===== config.mk =====
export PLATFORM = sky130hd
export DESIGN_NAME = lc4_issue_stage
export DESIGN_NICKNAME = d
export VERILOG_FILES = /design/src/hdl/lc4_issue_pkg.sv /design/src/hdl/lc4_issue_stage.sv /design/src/hdl/lc4_dual_issue_ctrl.sv /design/src/hdl/lc4_decoder.sv
export SDC_FILE = /design/constraint.sdc
export NUM_CORES = 1
export LEC_CHECK = 0
export ABC_CLOCK_PERIOD_IN_PS = 3200
export BUFFER_PORTS_ARGS = -buffer_cell sky130_fd_sc_hd__buf_4
export CAP_MARGIN = 40
export CORE_ASPECT_RATIO = 0.5
export CORE_MARGIN = 8
export CORE_UTILIZATION = 30
export CTS_CLUSTER_DIAMETER = 80
export DETAILED_ROUTE_END_ITERATION = 6
export SYNTH_ARGS = -nofsm -noshare
export SYNTH_HDL_FRONTEND = slang
export SYNTH_SLANG_ARGS = --single-unit

===== constraint.sdc =====
create_clock -name gwe -period 3.2 [get_ports gwe]
set_input_delay 0.64 -clock gwe [delete_from_list [all_inputs] [get_ports gwe]]
set_output_delay 0.64 -clock gwe [all_outputs]
set_load 0.01 [all_outputs]

===== src/hdl/lc4_issue_pkg.sv =====
package lc4_issue_pkg;

    // isa field widths
    localparam int INSN_W    = 16;
    localparam int REG_SEL_W = 3;
    localparam int OPC_W     = 4;
    localparam int OPC_LSB   = 12;  // opcode sits in insn[15:12]
    localparam int ADV_W     = 2;

    typedef logic [INSN_W-1:0]    insn_t;
    typedef logic [REG_SEL_W-1:0] reg_sel_t;
    typedef logic [OPC_W-1:0]     opcode_t;
    typedef logic [ADV_W-1:0]     fetch_adv_t;   // 0, 1 or 2 words

    // field positions inside the instruction word
    localparam int IMM_BIT   = 5;   // set selects the immediate form
    localparam int WSEL_LSB  = 9;   // rd, and the data reg of a store
    localparam int R1SEL_LSB = 6;   // rs
    localparam int R2SEL_LSB = 0;   // rt

    // opcodes handled by the decoder
    localparam opcode_t OPC_ADD   = 4'b0001;
    localparam opcode_t OPC_LOGIC = 4'b0101;
    localparam opcode_t OPC_LDR   = 4'b0110;
    localparam opcode_t OPC_STR   = 4'b0111;
    localparam opcode_t OPC_CONST = 4'b1001;

    localparam insn_t NOP_INSN = '0;

    // per-slot stall codes as seen in the execute stage
    typedef enum logic [1:0] {
        STALL_NONE  = 2'd0,
        STALL_PIPE  = 2'd1,
        STALL_EMPTY = 2'd2,  // only the bubble left behind by reset
        STALL_LOAD  = 2'd3
    } stall_e;

    typedef struct packed {
        insn_t    insn;
        reg_sel_t r1sel;
        reg_sel_t r2sel;
        reg_sel_t wsel;
        logic     r1re;
        logic     r2re;
        logic     regfile_we;
        logic     is_load;
        logic     is_store;
    } decoded_insn_t;

endpackage

===== src/hdl/lc4_issue_stage.sv =====
`timescale 1ns/1ps

module lc4_issue_stage (
    input  logic                      gwe,          // pipeline clock
    input  logic                      i_arst_n,
    input  lc4_issue_pkg::insn_t      i_insn_a,     // fetch word at ptr
    input  lc4_issue_pkg::insn_t      i_insn_b,     // fetch word at ptr+1
    output lc4_issue_pkg::fetch_adv_t o_fetch_adv,
    output lc4_issue_pkg::insn_t      o_x_insn_a,
    output lc4_issue_pkg::insn_t      o_x_insn_b,
    output lc4_issue_pkg::stall_e     o_stall_a,
    output lc4_issue_pkg::stall_e     o_stall_b
);

    // decode pair leaving the controller
    lc4_issue_pkg::insn_t d_insn_a;
    lc4_issue_pkg::insn_t d_insn_b;

    // decoded records going back in
    lc4_issue_pkg::decoded_insn_t dec_a;
    lc4_issue_pkg::decoded_insn_t dec_b;

    // both slots are decoded in parallel
    lc4_decoder u_dec_a (
        .i_insn (d_insn_a),
        .o_dec  (dec_a)
    );

    lc4_decoder u_dec_b (
        .i_insn (d_insn_b),
        .o_dec  (dec_b)
    );

    lc4_dual_issue_ctrl u_ctrl (
        .gwe         (gwe),
        .i_arst_n    (i_arst_n),
        .i_insn_a    (i_insn_a),
        .i_insn_b    (i_insn_b),
        .i_dec_a     (dec_a),
        .i_dec_b     (dec_b),
        .o_d_insn_a  (d_insn_a),
        .o_d_insn_b  (d_insn_b),
        .o_fetch_adv (o_fetch_adv),
        .o_x_insn_a  (o_x_insn_a),
        .o_x_insn_b  (o_x_insn_b),
        .o_stall_a   (o_stall_a),
        .o_stall_b   (o_stall_b)
    );

endmodule


===== src/hdl/lc4_dual_issue_ctrl.sv =====
`timescale 1ns/1ps

module lc4_dual_issue_ctrl (
    input  logic                         gwe,
    input  logic                         i_arst_n,
    input  lc4_issue_pkg::insn_t         i_insn_a,
    input  lc4_issue_pkg::insn_t         i_insn_b,
    input  lc4_issue_pkg::decoded_insn_t i_dec_a,
    input  lc4_issue_pkg::decoded_insn_t i_dec_b,
    output lc4_issue_pkg::insn_t         o_d_insn_a,
    output lc4_issue_pkg::insn_t         o_d_insn_b,
    output lc4_issue_pkg::fetch_adv_t    o_fetch_adv,
    output lc4_issue_pkg::insn_t         o_x_insn_a,
    output lc4_issue_pkg::insn_t         o_x_insn_b,
    output lc4_issue_pkg::stall_e        o_stall_a,
    output lc4_issue_pkg::stall_e        o_stall_b
);

    // decode pair
    lc4_issue_pkg::insn_t d_insn_a;
    lc4_issue_pkg::insn_t d_insn_b;

    // execute pair and its stall codes
    lc4_issue_pkg::decoded_insn_t x_a;
    lc4_issue_pkg::decoded_insn_t x_b;
    lc4_issue_pkg::stall_e        stall_a;
    lc4_issue_pkg::stall_e        stall_b;

    lc4_issue_pkg::decoded_insn_t x_a_nxt;
    lc4_issue_pkg::decoded_insn_t x_b_nxt;
    lc4_issue_pkg::stall_e        stall_a_nxt;
    lc4_issue_pkg::stall_e        stall_b_nxt;
    lc4_issue_pkg::fetch_adv_t    fetch_adv;

    logic lu_a;        // decode A waits on a load in X
    logic lu_b;        // decode B waits on a load in X
    logic b_needs_a;   // B reads what A writes
    logic mem_conf;    // only one memory port

    // a store's data operand is read late and does not count for load-use
    function automatic logic load_use(input lc4_issue_pkg::decoded_insn_t x,
                                      input lc4_issue_pkg::decoded_insn_t d);
        logic hit_r1;
        logic hit_r2;
        hit_r1 = d.r1re && (d.r1sel == x.wsel);
        hit_r2 = d.r2re && (d.r2sel == x.wsel) && !d.is_store;
        return x.is_load && (hit_r1 || hit_r2);
    endfunction

    assign lu_a = load_use(x_a, i_dec_a) || load_use(x_b, i_dec_a);
    assign lu_b = load_use(x_a, i_dec_b) || load_use(x_b, i_dec_b);

    assign b_needs_a = i_dec_a.regfile_we &&
                       ((i_dec_b.r1re && (i_dec_b.r1sel == i_dec_a.wsel)) ||
                        (i_dec_b.r2re && (i_dec_b.r2sel == i_dec_a.wsel)));
    assign mem_conf  = (i_dec_a.is_load || i_dec_a.is_store) &&
                       (i_dec_b.is_load || i_dec_b.is_store);

    always_comb begin
        // default is a full dual issue
        x_a_nxt     = i_dec_a;
        x_b_nxt     = i_dec_b;
        stall_a_nxt = lc4_issue_pkg::STALL_NONE;
        stall_b_nxt = lc4_issue_pkg::STALL_NONE;
        fetch_adv   = 2'd2;

        if (lu_a) begin
            x_a_nxt     = '0;
            x_b_nxt     = '0;
            stall_a_nxt = lc4_issue_pkg::STALL_LOAD;
            stall_b_nxt = lc4_issue_pkg::STALL_PIPE;
            fetch_adv   = 2'd0;
        end else if (lu_b) begin
            x_b_nxt     = '0;
            stall_b_nxt = lc4_issue_pkg::STALL_LOAD;
            fetch_adv   = 2'd1;
        end else if (b_needs_a || mem_conf) begin
            x_b_nxt     = '0;
            stall_b_nxt = lc4_issue_pkg::STALL_PIPE;
            fetch_adv   = 2'd1;
        end
    end

    always_ff @(posedge gwe or negedge i_arst_n) begin
        if (!i_arst_n) begin
            d_insn_a <= lc4_issue_pkg::NOP_INSN;
            d_insn_b <= lc4_issue_pkg::NOP_INSN;
        end else begin
            case (fetch_adv)
                2'd2: begin
                    d_insn_a <= i_insn_a;
                    d_insn_b <= i_insn_b;
                end
                2'd1: begin
                    d_insn_a <= d_insn_b;   // held B moves up into slot A
                    d_insn_b <= i_insn_a;
                end
                default: begin
                    d_insn_a <= d_insn_a;
                    d_insn_b <= d_insn_b;
                end
            endcase
        end
    end

    always_ff @(posedge gwe or negedge i_arst_n) begin
        if (!i_arst_n) begin
            x_a     <= '0;
            x_b     <= '0;
            stall_a <= lc4_issue_pkg::STALL_EMPTY;
            stall_b <= lc4_issue_pkg::STALL_EMPTY;
        end else begin
            x_a     <= x_a_nxt;
            x_b     <= x_b_nxt;
            stall_a <= stall_a_nxt;
            stall_b <= stall_b_nxt;
        end
    end

    assign o_d_insn_a  = d_insn_a;
    assign o_d_insn_b  = d_insn_b;
    assign o_fetch_adv = fetch_adv;
    assign o_x_insn_a  = x_a.insn;
    assign o_x_insn_b  = x_b.insn;
    assign o_stall_a   = stall_a;
    assign o_stall_b   = stall_b;

endmodule


===== src/hdl/lc4_decoder.sv =====
`timescale 1ns/1ps

module lc4_decoder (
    input  lc4_issue_pkg::insn_t         i_insn,
    output lc4_issue_pkg::decoded_insn_t o_dec
);

    lc4_issue_pkg::opcode_t  opcode;
    lc4_issue_pkg::reg_sel_t wsel_f;
    lc4_issue_pkg::reg_sel_t r1sel_f;
    lc4_issue_pkg::reg_sel_t r2sel_f;

    assign opcode  = i_insn[lc4_issue_pkg::OPC_LSB +: lc4_issue_pkg::OPC_W];
    assign wsel_f  = i_insn[lc4_issue_pkg::WSEL_LSB +: lc4_issue_pkg::REG_SEL_W];
    assign r1sel_f = i_insn[lc4_issue_pkg::R1SEL_LSB +: lc4_issue_pkg::REG_SEL_W];
    assign r2sel_f = i_insn[lc4_issue_pkg::R2SEL_LSB +: lc4_issue_pkg::REG_SEL_W];

    always_comb begin
        // anything not listed below reads and writes nothing
        o_dec      = '0;
        o_dec.insn = i_insn;

        case (opcode)
            lc4_issue_pkg::OPC_ADD,
            lc4_issue_pkg::OPC_LOGIC: begin
                o_dec.wsel       = wsel_f;
                o_dec.r1sel      = r1sel_f;
                o_dec.r1re       = 1'b1;
                o_dec.regfile_we = 1'b1;
                // immediate form has no second source
                if (!i_insn[lc4_issue_pkg::IMM_BIT]) begin
                    o_dec.r2sel = r2sel_f;
                    o_dec.r2re  = 1'b1;
                end
            end

            lc4_issue_pkg::OPC_LDR: begin
                o_dec.wsel       = wsel_f;
                o_dec.r1sel      = r1sel_f;   // base address
                o_dec.r1re       = 1'b1;
                o_dec.regfile_we = 1'b1;
                o_dec.is_load    = 1'b1;
            end

            lc4_issue_pkg::OPC_STR: begin
                o_dec.r1sel    = r1sel_f;     // base address
                o_dec.r1re     = 1'b1;
                o_dec.r2sel    = wsel_f;      // store data lives in 11..9
                o_dec.r2re     = 1'b1;
                o_dec.is_store = 1'b1;
            end

            lc4_issue_pkg::OPC_CONST: begin
                o_dec.wsel       = wsel_f;
                o_dec.regfile_we = 1'b1;
            end

            default: ;
        endcase
    end

endmodule


==> metrics.txt <==
number of nets produced by synthesis=400; overall fraction of global-route tracks in use=0.1180; average wire length per cell after detail routing=around 17 um; CTS Buf Count=9; GRT overflow=0; number of maximum-capacitance constraint violations=0; run status=finished, final reports clean; mean instance size in the synthesized netlist=approximately 10 um2; worst-case clock skew=about 11 ps; Design Power=a little under 5000 uW; antenna fix cells=0; number of antenna violations at the first check in global routing=0; area added between synthesis and finish=23.10%; count of synthesis-stage warnings from yosys=0; Final setup violation count=0; TritonCTS clock tree=done; Data arrival, critical path=2450 ps; Setup crit start kind=register; kind of capture point of the worst setup path=primary output; largest family of logic cells by synthesized area=simple AND/OR/NAND/NOR gates; 1st-pass router iterations=4; Crit Path Category=register to primary output; TritonCTS Sinks=76; predominant post-synthesis flop cell=sky130_fd_sc_hd__dfrtp_1; Cell Rows=29; post-layout utilization of the core=0.3749; height of the die=around 96 um; required time at the endpoint of the critical path=between 2000 and 3000 ps; met2 wire len=4164 um; net switching power figure=about 1900 uW; areal power density over the cells=~1100 mW/mm2; Chip Width=around 180 um; highest metal layer with signal wires=met4; final wirelength=9713 um; cell area after synthesis=approximately 0.0038 mm2; worst skew pair latency=about 340 ps; portion of netlist area occupied by mux cells=0.08402; Top Ports=72; Synth Area in Compound Gates=0.08631; proportion of layout cells with a drive suffix above 1=0.2993; CP max FO=15; clock edge transition at the registers on the reported setup and hold paths=about 60 ps; setup TNS=0 ps; count of flip-flops with a built-in enable after synthesis=0; Final ANT Viol Nets=0; number of global-route vias before repair=about 2800; vias per inst=roughly 4.6; share of synthesized cell area in and, or, nand and nor gates=0.1569; part of the total power dissipated in sequential elements=0.385; maximum vdd drop=slightly below 400 uV; placeable core region=~0.013 mm2; CTS root buffer=sky130_fd_sc_hd__clkbuf_16; I/O Buffers=between 70 and 80; synthesized-area fraction occupied by xor and xnor cells=0.06662; worst min path class=input pin to async pin; number of H-tree levels=3; iteration-0 DRC count of the detailed router=194; Post-synth ARST share=1.000; leakage power total=~0.002 uW; switching power as a share of total power=0.3771; Syn Inst Count=between 300 and 400; number of distinct library cells after synthesis=44; fraction of the cycle the final worst path needs=0.9661; number of hold violations in the final report=0; nets=about 440; placer congestion estimate=0.9082; max frequency=roughly 320 MHz; P_int=around 3100 uW; number of cells traversed by the worst register-to-register path=11; most frequent cells in the layout=sky130_fd_sc_hd__buf_4 (83), sky130_fd_sc_hd__dfrtp_1 (72), sky130_fd_sc_hd__nand2_1 (36); clock network power share=0.216; proportion of synthesized chip area in sequential cells=0.4995; RSZ-0062 raised after global routing=false; transition time of the tightest slew-check pin=between 600 and 700 ps; routed length on met1=4793 um; flop and latch count out of synthesis=76; count of pins over their slew limit=0; count of unresolved DRC violations after routing=0; largest net degree at the start of global routing=65; relative contribution of combinational cells to total power=0.399; number of buffers inserted for hold repair after clock tree synthesis=0; detailed route wirelength on metal3=around 600 um; maximum root-to-sink buffer count=2; most frequent standard cell in the layout excluding fill and tap cells=sky130_fd_sc_hd__buf_4; Tmin final=between 3000 and 4000 ps; worst hold margin=144.4 ps; Adder-Cell Fraction of Synth Area=0.003282; half-perimeter wire length after placement=7202 um; number of vias after detailed routing=approximately 2700; die area=around 0.017 mm2; worst slew margin relative to its limit=0.5764; first-pass GRT wire length=roughly 15000 um; starting utilization of the core area=0.3045
-- state kept, by name, summed over array words and instances (netlist names) --
name and cells:
u_ctrl.o_d_insn_a 16, u_ctrl.o_d_insn_b 16, u_ctrl.o_x_insn_a 16, u_ctrl.o_x_insn_b 16, u_ctrl.x_a 4, u_ctrl.x_b 4
u_ctrl.o_stall_a 2, u_ctrl.o_stall_b 2
-- path summary, 6_finish.rpt --
path                                                   startpoint                                to  slack, ps
worst max register to register  u_ctrl.o_d_insn_a[12]$_DFFE_PN0P_  u_ctrl.o_d_insn_a[3]$_DFFE_PN0P_        270
worst min register to register   u_ctrl.o_d_insn_a[4]$_DFFE_PN0P_  u_ctrl.o_d_insn_a[4]$_DFFE_PN0P_        480
min in group gwe                 u_ctrl.o_d_insn_a[4]$_DFFE_PN0P_  u_ctrl.o_d_insn_a[4]$_DFFE_PN0P_        480
max in group asynchronous                                i_arst_n     u_ctrl.o_stall_b[1]$_DFF_PN1_       2440
worst min-delay path                                     i_arst_n    u_ctrl.o_x_insn_b[5]$_DFF_PN0_        140
worst max-delay path            u_ctrl.o_d_insn_a[12]$_DFFE_PN0P_                    o_fetch_adv[1]        110
-- cells in the mapped netlist (all sizes together), types with 2 or more instances --
master   n  area (um2)
a41oi    2       25.03
a22oi    3       27.52
buf     42       312.8
and2     5       33.78
a21oi   10       76.32
or2      2       12.51
xor2    11       96.34
nand4    6       43.79
or4      2       18.77
and4b    2       23.77
nand2   36       135.1
dfrtp   74        1852
nor4     5       37.53
and3    19       118.9
nand2b   2       12.51
nand3   11       55.05
a221oi   2       17.52
nor2    13       48.80
nor3     7       35.03
mux2i   32       320.3
xnor2   18       157.7
inv      5       21.27
dfstp    2       52.55
clkbuf  16       60.06
o21ai   32       160.2
-- final cells by class --
| type | count | area, um2 |
|---|---|---|
| fillers | 1240 | 7825 |
| clock inverters | 4 | 76.32 |
| multi-input cells | 226 | 1518 |
| inverters | 5 | 21.27 |
| repair buffers | 88 | 721.9 |
| clock buffers | 12 | 236.5 |
| flip-flops and latches | 76 | 1907 |
| well taps | 170 | 212.7 |
-- power groups by stage --
stage,logic [uW],registers (uW),clock network [uW]
2_1_floorplan,1550,1730,0
3_3_place_gp,1950,1940,0
3_5_place_dp,1990,1920,0
4_1_cts,2000,1910,1090
5_1_grt,2210,1970,1120
6_report,1980,1910,1070
-- layer usage --
metal	global-route usage	up-vias
li1	-	1297
met1	0.1650	1280
met2	0.1731	82
met5	0	-
met4	0.04625	0
met3	0.03015	18
-- critical path, stage by stage (launching register included) --
cell and delay (ps):
sky130_fd_sc_hd__dfrtp_1 480, sky130_fd_sc_hd__and4b_4 340, sky130_fd_sc_hd__a21oi_4 80, sky130_fd_sc_hd__xnor2_1 130
sky130_fd_sc_hd__or4_1 540, sky130_fd_sc_hd__and2_4 190, sky130_fd_sc_hd__inv_4 140, sky130_fd_sc_hd__nor2_1 70
sky130_fd_sc_hd__buf_4 140
-- kinds of logic after synthesis --
family,count (synthesis)
compound gates,52
mux,32
flops,76
fa+ha+maj,1
xor+xnor,29
buf+inv,63
simple gates,112
-- stage by stage --
stage,cell area [um2],setup slack [ps],instances
5_1_grt,4693,0.5511,581
3_5_place_dp,4365,266.8,564
2_1_floorplan,3816,94.14,365
3_3_place_gp,4338,283.0,563
6_report,4693,108.5,581
4_1_cts,4679,13.60,580
-- timing repair --
action,in CTS,in global routing
setup buffers,0,1
resized for setup,1,3
pin swaps,0,1
setup endpoints to repair,1,2
endpoints found under the hold margin,0,0
(Power assumes the default switching activity.)
